===== src/logic/pingpong_defs.svh =====
`ifndef PINGPONG_DEFS_SVH
`define PINGPONG_DEFS_SVH

// Packet buffers shared along the path (ping, pang, pong)
`define PP_NUM_BUFFERS 3

// Snooper, CPU and forwarder
`define PP_NUM_AGENTS 3

// Each queue must be able to hold every token at once
`define PP_QUEUE_DEPTH 3

// Token code width, zero is reserved for the empty token
`define PP_TOKEN_W 2

`endif


===== src/logic/buf_token_pkg.sv =====
`include "pingpong_defs.svh"

package buf_token_pkg;

    // A token names one packet buffer
    // The zero code means a queue has nothing to offer
    typedef enum logic [`PP_TOKEN_W-1:0] {
        TOK_NONE = 2'd0,
        TOK_PING = 2'd1,
        TOK_PANG = 2'd2,
        TOK_PONG = 2'd3
    } buf_token_e;

    // Select code for a buffer data multiplexer
    // Codes line up with the agent order plus one
    typedef enum logic [1:0] {
        OWN_NONE  = 2'd0,
        OWN_SNOOP = 2'd1,
        OWN_CPU   = 2'd2,
        OWN_FWD   = 2'd3
    } owner_sel_e;

    // Buffer side view of ownership, one select per buffer
    // Ping sits in the top bits
    typedef struct packed {
        owner_sel_e ping;
        owner_sel_e pang;
        owner_sel_e pong;
    } buf_route_t;

endpackage


===== src/logic/agent_pkg.sv =====
package agent_pkg;

    // Agent order, also the index into every per agent array
    typedef enum logic [1:0] {
        AGENT_SNOOP = 2'd0,
        AGENT_CPU   = 2'd1,
        AGENT_FWD   = 2'd2
    } agent_e;

    // Handshake unit state
    // Idle waits for a start, started waits for a finish
    typedef enum logic {
        HS_IDLE    = 1'b0,
        HS_STARTED = 1'b1
    } hs_state_e;

    // Levels driven by an agent
    // The reject bit only has meaning on the CPU
    typedef struct packed {
        logic done;
        logic reject;
        logic rdy_ack;
    } agent_req_t;

    // Levels driven back to an agent by the controller
    typedef struct packed {
        logic rdy;
        logic done_ack;
    } agent_ctl_t;

    // Completed handshake events, each high for one cycle
    typedef struct packed {
        logic fin;
        logic rej;
    } agent_evt_t;

    // What the router does with a finishing agent's token
    typedef enum logic [1:0] {
        OP_NONE   = 2'd0,
        OP_PASS   = 2'd1,
        OP_RETURN = 2'd2
    } queue_op_e;

endpackage


===== src/logic/agent_handshake.sv =====
`timescale 1ns/100ps

module agent_handshake (
    input  logic                      clk,
    input  logic                      rst,
    input  buf_token_pkg::buf_token_e head_i,
    input  agent_pkg::agent_req_t     req_i,
    output agent_pkg::agent_ctl_t     ctl_o,
    output agent_pkg::agent_evt_t     evt_o
);

    import buf_token_pkg::*;
    import agent_pkg::*;

    hs_state_e state_q;
    hs_state_e state_d;

    // Local copies of the outgoing levels so the events can use them
    logic rdy;
    logic done_ack;

    // Both sides agree in the same cycle
    logic start;
    logic finish;

    // Ready is only offered while the agent's queue head names a buffer
    assign rdy      = (state_q == HS_IDLE) && (head_i != TOK_NONE);
    // Done is acknowledged for as long as the agent works on its buffer
    assign done_ack = (state_q == HS_STARTED);

    assign start  = rdy && req_i.rdy_ack;
    assign finish = req_i.done && done_ack;

    // Move to started after a start, back to idle after a finish
    always_comb begin
        state_d = state_q;
        case (state_q)
            HS_IDLE: begin
                if (start) begin
                    state_d = HS_STARTED;
                end
            end
            HS_STARTED: begin
                if (finish) begin
                    state_d = HS_IDLE;
                end
            end
            default: state_d = HS_IDLE;
        endcase
    end

    always_ff @(posedge clk) begin
        if (rst) begin
            state_q <= HS_IDLE;
        end else begin
            state_q <= state_d;
        end
    end

    assign ctl_o.rdy      = rdy;
    assign ctl_o.done_ack = done_ack;

    // The router decides whether a reject matters for this agent
    assign evt_o.fin = finish;
    assign evt_o.rej = finish && req_i.reject;

endmodule


===== src/logic/token_queue.sv =====
`timescale 1ns/100ps
`include "pingpong_defs.svh"

module token_queue #(
    parameter int PUSH_SLOTS = 1,
    parameter int PRELOAD    = 0
) (
    input  logic                      clk,
    input  logic                      rst,
    input  logic                      pop_i,
    input  logic [PUSH_SLOTS-1:0]     push_valid_i,
    input  buf_token_pkg::buf_token_e push_tok_i [PUSH_SLOTS],
    output buf_token_pkg::buf_token_e head_o
);

    import buf_token_pkg::*;

    localparam int DEPTH       = `PP_QUEUE_DEPTH;
    localparam int PTR_W       = $clog2(DEPTH);
    localparam int CNT_W       = $clog2(DEPTH + 1);
    // A preloaded queue starts full of ping, pang, pong
    localparam int PRELOAD_CNT = `PP_NUM_BUFFERS;
    localparam int PRELOAD_WR  = `PP_NUM_BUFFERS % DEPTH;
    localparam bit DO_PRELOAD  = (PRELOAD != 0);

    buf_token_e       mem [DEPTH];
    logic [PTR_W-1:0] rd_ptr;
    logic [PTR_W-1:0] wr_ptr;
    logic [CNT_W-1:0] count;

    // Write slot for each push lane and where the write pointer ends up
    logic [PTR_W-1:0] slot_ptr [PUSH_SLOTS];
    logic [PTR_W-1:0] wr_ptr_next;
    logic [CNT_W-1:0] push_cnt;

    // Circular increment, the depth need not be a power of two
    function automatic logic [PTR_W-1:0] ptr_inc(input logic [PTR_W-1:0] ptr);
        logic [PTR_W-1:0] nxt;
        if (ptr == PTR_W'(DEPTH - 1)) begin
            nxt = '0;
        end else begin
            nxt = ptr + 1'b1;
        end
        return nxt;
    endfunction

    // Lanes are taken in index order, a lane that is idle takes no slot
    always_comb begin
        wr_ptr_next = wr_ptr;
        push_cnt    = '0;
        for (int k = 0; k < PUSH_SLOTS; k++) begin
            slot_ptr[k] = wr_ptr_next;
            if (push_valid_i[k]) begin
                wr_ptr_next = ptr_inc(wr_ptr_next);
                push_cnt    = push_cnt + 1'b1;
            end
        end
    end

    // Pointers and count
    // Only three tokens exist, so the count can never pass the depth
    always_ff @(posedge clk) begin
        if (rst) begin
            rd_ptr <= '0;
            wr_ptr <= DO_PRELOAD ? PTR_W'(PRELOAD_WR) : '0;
            count  <= DO_PRELOAD ? CNT_W'(PRELOAD_CNT) : '0;
        end else begin
            if (pop_i) begin
                rd_ptr <= ptr_inc(rd_ptr);
            end
            wr_ptr <= wr_ptr_next;
            count  <= count + push_cnt - CNT_W'(pop_i);
        end
    end

    // Token storage, only written at reset when preloading
    always_ff @(posedge clk) begin
        if (rst) begin
            if (DO_PRELOAD) begin
                for (int b = 0; b < `PP_NUM_BUFFERS; b++) begin
                    mem[b] <= buf_token_e'(b + 1);
                end
            end
        end else begin
            for (int k = 0; k < PUSH_SLOTS; k++) begin
                if (push_valid_i[k]) begin
                    mem[slot_ptr[k]] <= push_tok_i[k];
                end
            end
        end
    end

    // An empty queue offers nothing
    assign head_o = (count == '0) ? TOK_NONE : mem[rd_ptr];

endmodule


===== src/logic/queue_router.sv =====
`timescale 1ns/100ps
`include "pingpong_defs.svh"

module queue_router (
    input  logic                      clk,
    input  logic                      rst,
    input  agent_pkg::agent_evt_t     evt_i  [`PP_NUM_AGENTS],
    output buf_token_pkg::buf_token_e head_o [`PP_NUM_AGENTS]
);

    import buf_token_pkg::*;
    import agent_pkg::*;

    // One opcode per agent, indexed by agent_e
    queue_op_e op [`PP_NUM_AGENTS];
    logic [`PP_NUM_AGENTS-1:0] pop;

    // Snooper queue takes two returns, CPU reject on lane 0 so it lands first
    logic [1:0] snp_push_valid;
    buf_token_e snp_push_tok [2];
    logic [0:0] cpu_push_valid;
    buf_token_e cpu_push_tok [1];
    logic [0:0] fwd_push_valid;
    buf_token_e fwd_push_tok [1];

    // Event decode
    // The reject flag only counts for the CPU
    always_comb begin
        op[AGENT_SNOOP] = evt_i[AGENT_SNOOP].fin ? OP_PASS : OP_NONE;

        if (!evt_i[AGENT_CPU].fin) begin
            op[AGENT_CPU] = OP_NONE;
        end else if (evt_i[AGENT_CPU].rej) begin
            op[AGENT_CPU] = OP_RETURN;
        end else begin
            op[AGENT_CPU] = OP_PASS;
        end

        // The forwarder always sends its buffer home
        op[AGENT_FWD] = evt_i[AGENT_FWD].fin ? OP_RETURN : OP_NONE;
    end

    // A finishing agent gives up its head token at the closing edge
    always_comb begin
        for (int a = 0; a < `PP_NUM_AGENTS; a++) begin
            pop[a] = (op[a] != OP_NONE);
        end
    end

    // Returns go back to the snooper
    assign snp_push_valid[0] = (op[AGENT_CPU] == OP_RETURN);
    assign snp_push_tok[0]   = head_o[AGENT_CPU];
    assign snp_push_valid[1] = (op[AGENT_FWD] == OP_RETURN);
    assign snp_push_tok[1]   = head_o[AGENT_FWD];

    // A filled buffer goes on to the CPU
    assign cpu_push_valid[0] = (op[AGENT_SNOOP] == OP_PASS);
    assign cpu_push_tok[0]   = head_o[AGENT_SNOOP];

    // An accepted buffer goes on to the forwarder
    assign fwd_push_valid[0] = (op[AGENT_CPU] == OP_PASS);
    assign fwd_push_tok[0]   = head_o[AGENT_CPU];

    // The snooper starts out owning every buffer
    token_queue #(
        .PUSH_SLOTS (2),
        .PRELOAD    (1)
    ) u_snp_queue (
        .clk          (clk),
        .rst          (rst),
        .pop_i        (pop[AGENT_SNOOP]),
        .push_valid_i (snp_push_valid),
        .push_tok_i   (snp_push_tok),
        .head_o       (head_o[AGENT_SNOOP])
    );

    token_queue #(
        .PUSH_SLOTS (1),
        .PRELOAD    (0)
    ) u_cpu_queue (
        .clk          (clk),
        .rst          (rst),
        .pop_i        (pop[AGENT_CPU]),
        .push_valid_i (cpu_push_valid),
        .push_tok_i   (cpu_push_tok),
        .head_o       (head_o[AGENT_CPU])
    );

    token_queue #(
        .PUSH_SLOTS (1),
        .PRELOAD    (0)
    ) u_fwd_queue (
        .clk          (clk),
        .rst          (rst),
        .pop_i        (pop[AGENT_FWD]),
        .push_valid_i (fwd_push_valid),
        .push_tok_i   (fwd_push_tok),
        .head_o       (head_o[AGENT_FWD])
    );

endmodule


===== src/logic/buffer_route.sv =====
`timescale 1ns/100ps
`include "pingpong_defs.svh"

module buffer_route (
    input  buf_token_pkg::buf_token_e head_i [`PP_NUM_AGENTS],
    output buf_token_pkg::buf_route_t route_o
);

    import buf_token_pkg::*;
    import agent_pkg::*;

    // Owner per buffer, index 0 is ping
    owner_sel_e owner [`PP_NUM_BUFFERS];

    // Map an agent onto its multiplexer select code
    function automatic owner_sel_e agent_sel(input agent_e agent);
        owner_sel_e sel;
        case (agent)
            AGENT_SNOOP: sel = OWN_SNOOP;
            AGENT_CPU:   sel = OWN_CPU;
            AGENT_FWD:   sel = OWN_FWD;
            default:     sel = OWN_NONE;
        endcase
        return sel;
    endfunction

    // Only queue heads count as owned
    // A token waiting further back belongs to nobody yet
    always_comb begin
        for (int b = 0; b < `PP_NUM_BUFFERS; b++) begin
            owner[b] = OWN_NONE;
            for (int a = 0; a < `PP_NUM_AGENTS; a++) begin
                if (head_i[a] == buf_token_e'(b + 1)) begin
                    owner[b] = agent_sel(agent_e'(a));
                end
            end
        end
    end

    assign route_o.ping = owner[0];
    assign route_o.pang = owner[1];
    assign route_o.pong = owner[2];

endmodule


===== src/logic/pingpong_ctrl.sv =====
`timescale 1ns/100ps
`include "pingpong_defs.svh"

module pingpong_ctrl (
    input  logic                      clk,
    input  logic                      rst,
    input  agent_pkg::agent_req_t     agent_req_i [`PP_NUM_AGENTS],
    output agent_pkg::agent_ctl_t     agent_ctl_o [`PP_NUM_AGENTS],
    output buf_token_pkg::buf_token_e agent_buf_o [`PP_NUM_AGENTS],
    output buf_token_pkg::buf_route_t route_o
);

    import buf_token_pkg::*;
    import agent_pkg::*;

    // Current head of each agent's token queue
    buf_token_e head [`PP_NUM_AGENTS];

    // Finished and rejected events fed back to the router
    agent_evt_t evt [`PP_NUM_AGENTS];

    // Token queues and the routing of finished tokens
    queue_router u_router (
        .clk    (clk),
        .rst    (rst),
        .evt_i  (evt),
        .head_o (head)
    );

    // One handshake unit per agent
    // Each one only sees its own queue head and its own agent
    for (genvar k = 0; k < `PP_NUM_AGENTS; k++) begin : g_agent
        localparam agent_e AGENT = agent_e'(k);

        agent_handshake u_hs (
            .clk    (clk),
            .rst    (rst),
            .head_i (head[AGENT]),
            .req_i  (agent_req_i[AGENT]),
            .ctl_o  (agent_ctl_o[AGENT]),
            .evt_o  (evt[AGENT])
        );
    end

    // Buffer side view for the data multiplexers
    buffer_route u_route (
        .head_i  (head),
        .route_o (route_o)
    );

    // Agent side view is the queue heads themselves
    assign agent_buf_o = head;

endmodule


===== config.mk =====
export PLATFORM = sky130hd
export DESIGN_NAME = pingpong_ctrl
export DESIGN_NICKNAME = d
export VERILOG_FILES = /design/src/logic/buf_token_pkg.sv /design/src/logic/agent_pkg.sv /design/src/logic/agent_handshake.sv /design/src/logic/token_queue.sv /design/src/logic/queue_router.sv /design/src/logic/buffer_route.sv /design/src/logic/pingpong_ctrl.sv
export VERILOG_INCLUDE_DIRS = /design/src /design/src/logic
export SDC_FILE = /design/constraint.sdc
export NUM_CORES = 1
export LEC_CHECK = 0
export ABC_AREA = 0
export ABC_CLOCK_PERIOD_IN_PS = 1600
export BUFFER_PORTS_ARGS = -buffer_cell sky130_fd_sc_hd__buf_2
export CAP_MARGIN = 20
export CORE_MARGIN = 2
export CORE_UTILIZATION = 45
export DETAILED_ROUTE_END_ITERATION = 8
export GPL_TIMING_DRIVEN = 1
export PLACE_DENSITY = 0.78
export SYNTH_ARGS = -nofsm -noshare
export SYNTH_HDL_FRONTEND = slang
export SYNTH_SLANG_ARGS = --single-unit

===== constraint.sdc =====
create_clock -name clk -period 1.6 [get_ports clk]
set_input_delay 0.08 -clock clk [delete_from_list [all_inputs] [get_ports clk]]
set_output_delay 0.08 -clock clk [all_outputs]
set_load 0.02 [all_outputs]

* Word-level counts from Yosys, hierarchy flattened
Memories as Yosys holds them, arrays and structs flattened. A register that Yosys moved wholly into a read port is not among the register bits. Cells that the tools add are included.
Storage, ports and cells: memories kept 3, bits of input ports 11, output and inout bits 18, logic and storage cells 137, flip-flop bits (word level) 21, memory bits (writable) 18
Memory list:
- u_router.u_cpu_queue.mem | depth 3, bits a word 2, rd ports 1, clocked after memory_dff 1, wr ports 1, RTL line token_queue.sv:26 | buf_token_e mem [DEPTH];
- u_router.u_fwd_queue.mem | depth 3, bits a word 2, rd ports 1, clocked after memory_dff 1, wr ports 1, RTL line token_queue.sv:26
- u_router.u_snp_queue.mem | depth 3, bits a word 2, rd ports 1, clocked after memory_dff 1, wr ports 3, RTL line token_queue.sv:26
Operators by class: reductions and logical operators 21, multiplexer cells 64, eq/ne operators 20, bitwise logic cells 3, add/sub/neg operators 14
Operators by type and width (count):
- 2-bit 2-to-1 mux | 32
- 2-bit equality test (second input constant) | 15
- 1-bit 2-to-1 mux | 29
- 2-bit by 1-bit adder with 2-bit output (second input constant) | 8
- 2-bit nonzero test | 6
- 2-bit by 1-bit equality test with 1-bit output (second input constant) | 5
- 1-bit logical AND | 10
- 2-bit adder | 3
- 2-bit zero test | 3
- 1-bit case mux with 2 select lines | 3
- 2-bit by 1-bit subtractor with 2-bit output | 3
- 2-bit OR reduction | 2
- 1-bit NOT | 3

* Logic depth before layout (Yosys ltp)
word-level depth 10, mapped depth 10, depth with buffers taken out 10

* Modules after synthesis
Synthesis repeated with hierarchy kept, for this count alone.
Second synthesis, totals: cells, all modules 233, area, all modules 2463.6 um^2
By module, submodules not included:
- token_queue (u_router.u_cpu_queue ...) | sequential area each 340.3 um^2, instances 2, cells each 43, area each 566.8 um^2
- token_queue (u_router.u_snp_queue) | sequential area each 400.4 um^2, instances 1, cells each 95, area each 955.9 um^2
- agent_handshake | sequential area each 20.0 um^2, instances 3, cells each 11, area each 88.8 um^2
- buffer_route | sequential area each 0.0 um^2, instances 1, cells each 16, area each 87.6 um^2
- queue_router | sequential area each 0.0 um^2, instances 1, cells each 3, area each 20.0 um^2

* Worst setup path before layout
Ideal clock, no wire load.
path type reg-to-reg, start reg g_agent[1].u_hs.state_q, end reg u_router.u_snp_queue.count[1], path buffers 0, setup slack -0.164 ns, cell stages (with the launch flop) 11, arrival 1.648 ns, cells stage by stage dfxtp_1 nand3_1 inv_2 ha_1 inv_1 ha_1 inv_1 ha_1 xor2_1 xnor2_1 nand2_1
On the way: cells in the longest elaborated chain, start to end 10
Ends and longest elaborated chain:
- from (decl) | RTL line agent_handshake.sv:15 | hs_state_e state_q;
- from (signal assigned) | RTL line agent_handshake.sv:56 | state_q <= state_d;
- 1-bit logical AND (*) | RTL line agent_handshake.sv:32 | assign finish = req_i.done && done_ack;
- 1-bit logical AND | RTL line agent_handshake.sv:65 | assign evt_o.rej = finish && req_i.reject;
- 2-bit 2-to-1 mux | RTL line queue_router.sv:33 | end else if (evt_i[AGENT_CPU].rej) begin
- 2-bit 2-to-1 mux (*) | RTL line queue_router.sv:31 | if (!evt_i[AGENT_CPU].fin) begin
- 2-bit equality test (*) | RTL line queue_router.sv:51 | assign snp_push_valid[0] = (op[AGENT_CPU] == OP_RETURN);
- 1-bit 2-to-1 mux (*) | RTL line token_queue.sv:53 | if (push_valid_i[k]) begin
- 2-bit by 1-bit adder with 2-bit output | RTL line token_queue.sv:55 | push_cnt = push_cnt + 1'b1;
- 2-bit 2-to-1 mux (*) | RTL line token_queue.sv:53
- 2-bit adder (*) | RTL line token_queue.sv:72 | count <= count + push_cnt - CNT_W'(pop_i);
- 2-bit by 1-bit subtractor with 2-bit output (*) | RTL line token_queue.sv:72
- to (signal assigned) | RTL line token_queue.sv:66 | count <= DO_PRELOAD ? CNT_W'(PRELOAD_CNT) : '0;
- to (signal assigned) | RTL line token_queue.sv:72
- to (decl) | RTL line token_queue.sv:29 | logic [CNT_W-1:0] count;
Every way passes the cells marked *; elsewhere a longest branch is shown, timed or not. A chain may end at the register's enable or synchronous reset.

==> Implementation_results.wiki <==
{| class="wikitable"
! Metric !! Value
|-
| Outcome || complete, but fails checks
|-
| Violations in the final reports || setup timing
|-
| Count of input and output buffers || 26
|-
| Wire length of the first global-routing pass || 8640 µm
|-
| Fill cell total of the finished layout || 335
|-
| Cells traversed along the worst timing path || mux2_4, o221ai_4, inv_4, a21oi_2, a22o_1, buf_6
|-
| Fraction of layout cells with a size suffix above 1 || 0.476
|-
| Placement row count || 25
|-
| Register cell area after layout || 1150 µm²
|-
| Critical Setup Path Class || reg -> out
|-
| Syn Nets || 243
|-
| Synth unique cells || 46
|-
| Cell Area, Synth || 2290 µm²
|-
| Final Worst Setup Slack || -321 ps
|-
| DIE AREA || 5690 µm²
|-
| Total number of nets in the final design || 303
|-
| Area of the multi-input gates || 1260 µm²
|-
| Final cell count without fillers || 353
|-
| Arrival time of data at the critical path endpoint || 1840 ps
|-
| Path type of the worst min-delay path || in -> reg
|-
| Fin Clk Skew || 18.3 ps
|-
| Clock-pin slew of the registers on the worst-case setup and hold paths || 100 ps
|-
| Element type at the critical path start || flop
|-
| Sequential area share after synthesis || 0.497
|-
| PD cells || 839 nW/µm²
|-
| Horizontal extent of the die || 75.4 µm
|-
| Placement Cell Area || 2700 µm²
|-
| Height of the die || 75.4 µm
|-
| Highest ir drop seen on vdd || 0.364 mV
|-
| Vias after detailed routing || 2,018
|-
| Setup TNS || -2770 ps
|-
| Reg-to-reg critical path startpoint || g_agent[1].u_hs.done_ack$_SDFF_PP0_
|-
| Instance count of the mapped netlist || 225
|-
| Post-layout instance area || 3250 µm²
|-
| Hold Startpoint || agent_req_i[8]
|-
| Critical Path RT || 1520 ps
|-
| Total global-route track usage || 0.207
|-
| Detailed placer's ending HPWL || 3600 µm
|-
| Final Hold Violating Endpoints || 0
|-
| Average via count per standard cell || 5.72
|-
| Final critical-path required period || 1920 ps
|-
| Worst skew pair latency || 300 ps
|-
| Most used DFF post-synth || dfxtp_1
|-
| Setup repair after global routing missed its margin || yes
|-
| Clock buffers created by TritonCTS || 5
|-
| Placeable core region || 4820 µm²
|-
| #FFs+latches synth || 47
|-
| Overall power of the completed layout || 2.72 mW
|-
| Async SR Flop Fraction || 0
|-
| Slew Limit Headroom || 0.650
|-
| Initial detailed-routing violation count || 218
|-
| I/O pin count || 29
|-
| CTS sink cnt || 47
|-
| Delay of the slowest cell on the worst path || 370 ps
|-
| Number of max-slew violations in the final report || 0
|-
| Initial DRT Pass Iterations || 5
|-
| Gr ovfl total || 0
|-
| H-tree depth reported by CTS || 2
|-
| Pin slew with the least headroom to its limit || 518 ps
|-
| ANT nets after route || 0
|-
| Initial antenna violation count || 0
|-
| Routability cong. || 0.854
|-
| Syn-to-layout area delta || 41.4%
|-
| Leakage power total || 1.26 nW
|-
| Final worst-path cycle share || 1.20
|-
| Number of max-cap violations || 0
|-
| Setup WS pre-CTS || -73.5 ps
|-
| Number of diodes || 0
|-
| Number of endpoints failing setup at the final stage || 26
|-
| Routed WL per cell || 18.8 µm
|-
| Initial Utilization || 0.476
|-
| Vias in the first global route || 1,837
|-
| Worst setup EP type || output port
|-
| Cell family contributing the most delay on the critical path || compound AO/OA/AOI/OAI gates
|-
| Placed cells || 331
|-
| Mapped Avg Cell Area || 10.2 µm²
|-
| Cell at the root of the clock tree || clkbuf_8
|-
| Slowest stage cell, crit path || dfxtp_2
|-
| TritonCTS clock tree || built
|-
| Achievable Freq || 520 MHz
|-
| Number of flops mapped to enable cells by yosys || 20
|-
| DRC violation count after routing || 0
|-
| Worst Path Max Fanout || 5
|-
| Warning count from the yosys run || 0
|-
| Number of buffer and inverter instances along the worst setup path || 2
|-
| Largest net degree at the start of global routing || 16
|-
| Number of buffers on the longest clock path || 2
|-
| Drt total wl || 6630 µm
|}
[worst register-to-register path, cell delays in order (launching register included)]
cell and delay (ps):
dfxtp_4 380, nand3_4 90, inv_4 50, ha_4 260, inv_2 40, ha_4 250, inv_2 40, ha_4 150
xor2_2 140, xnor2_1 150, nand2_1 70
[kinds of logic after synthesis]
group / Yosys count / share of synthesized area
and+or+nand+nor: 72 / 0.164
AOI/OAI and AO/OA: 49 / 0.146
DFF: 47 / 0.497
buffers and inverters: 31 / 0.0638
xor gates and xnor gates: 9 / 0.0343
muxes: 9 / 0.0529
adders and majority gates: 8 / 0.0425
[cell type report]
cell class	instances	share of cell area
clock buffers	5	0.0212
clock inverters	3	0.0135
inverters	16	0.0208
multi-input cells	147	0.387
flip-flops and latches	47	0.354
well taps	67	0.0258
repair buffers	68	0.177
[what timing repair did]
action,CTS,global route
setup buffers,12,8
pin swaps,15,11
hold buffers,0,0
endpoints found under the setup margin,24,36
endpoints found under the hold margin,0,0
gates resized for setup,61,30
[metal layers]
metal,up-vias,GRT usage,share of wire
li1,922,-,-
met3,25,0.0384,0.055
met1,990,0.255,0.40
met4,0,0.0760,0.036
met2,81,0.361,0.51
met5,-,0,0
[per-stage QoR]
step | utilization | hold WS, ps
after floorplan | - | 205
after global routing | 0.674 | 92.4
after CTS | 0.646 | 72.3
after detailed placement | 0.561 | 384
after global placement | 0.561 | 378
final | 0.674 | 87.6
[where the power goes]
group	internal, mW	switching (mW)
logic	0.250	0.268
registers	1.28	0.0454
clock network	0.466	0.413
total	2.00	0.726
[placed cells by master (no fill, tap or decap), drive strengths merged, types with 3 or more instances in the layout]
master  synthesis  final
buf             9     68
dfxtp          27     27
a21oi          22     22
edfxtp         20     20
nand2          19     19
nor2           16     16
inv            16     16
o21ai           8      8
ha              7      7
o221ai          6      6
nand2b          5      5
xnor2           5      5
nor2b           5      5
clkbuf          6      5
mux2            5      5
nor3            5      5
nor4b           4      4
xor2            4      4
or3             3      3
nor3b           3      3
or2             3      3
nand3           3      3
[synth_stat cells (3+ instances only)]
cell type | instances | area share
nand2b_1 | 5 | 0.014
inv_1 | 13 | 0.021
dfxtp_1 | 27 | 0.24
inv_2 | 3 | 0.0049
o21ai_0 | 8 | 0.017
xnor2_1 | 5 | 0.019
nor3_1 | 5 | 0.011
buf_4 | 6 | 0.020
mux2_2 | 5 | 0.025
a21oi_1 | 21 | 0.046
nor4b_1 | 4 | 0.015
nor2_1 | 16 | 0.026
o221ai_2 | 4 | 0.026
nor2b_1 | 5 | 0.014
nand2_1 | 18 | 0.029
xor2_1 | 4 | 0.015
edfxtp_1 | 20 | 0.26
clkbuf_1 | 6 | 0.0098
ha_1 | 7 | 0.038
or3_1 | 3 | 0.0082
nor3b_1 | 3 | 0.0098
nand3_1 | 3 | 0.0065
[worst paths after layout]
check / endpoint / slack (ps) / cells past startpoint
setup / recovery: route_o[0] / -320 / 6
hold / removal: g_agent[0].u_hs.done_ack$_SDFF_PP0_ / 90 / 3
setup reg to reg: u_router.u_snp_queue.count[1]$_SDFF_PP1_ / -100 / 10
hold reg to reg: flop / 550 / 2
Power figures use the tool's default switching activity.
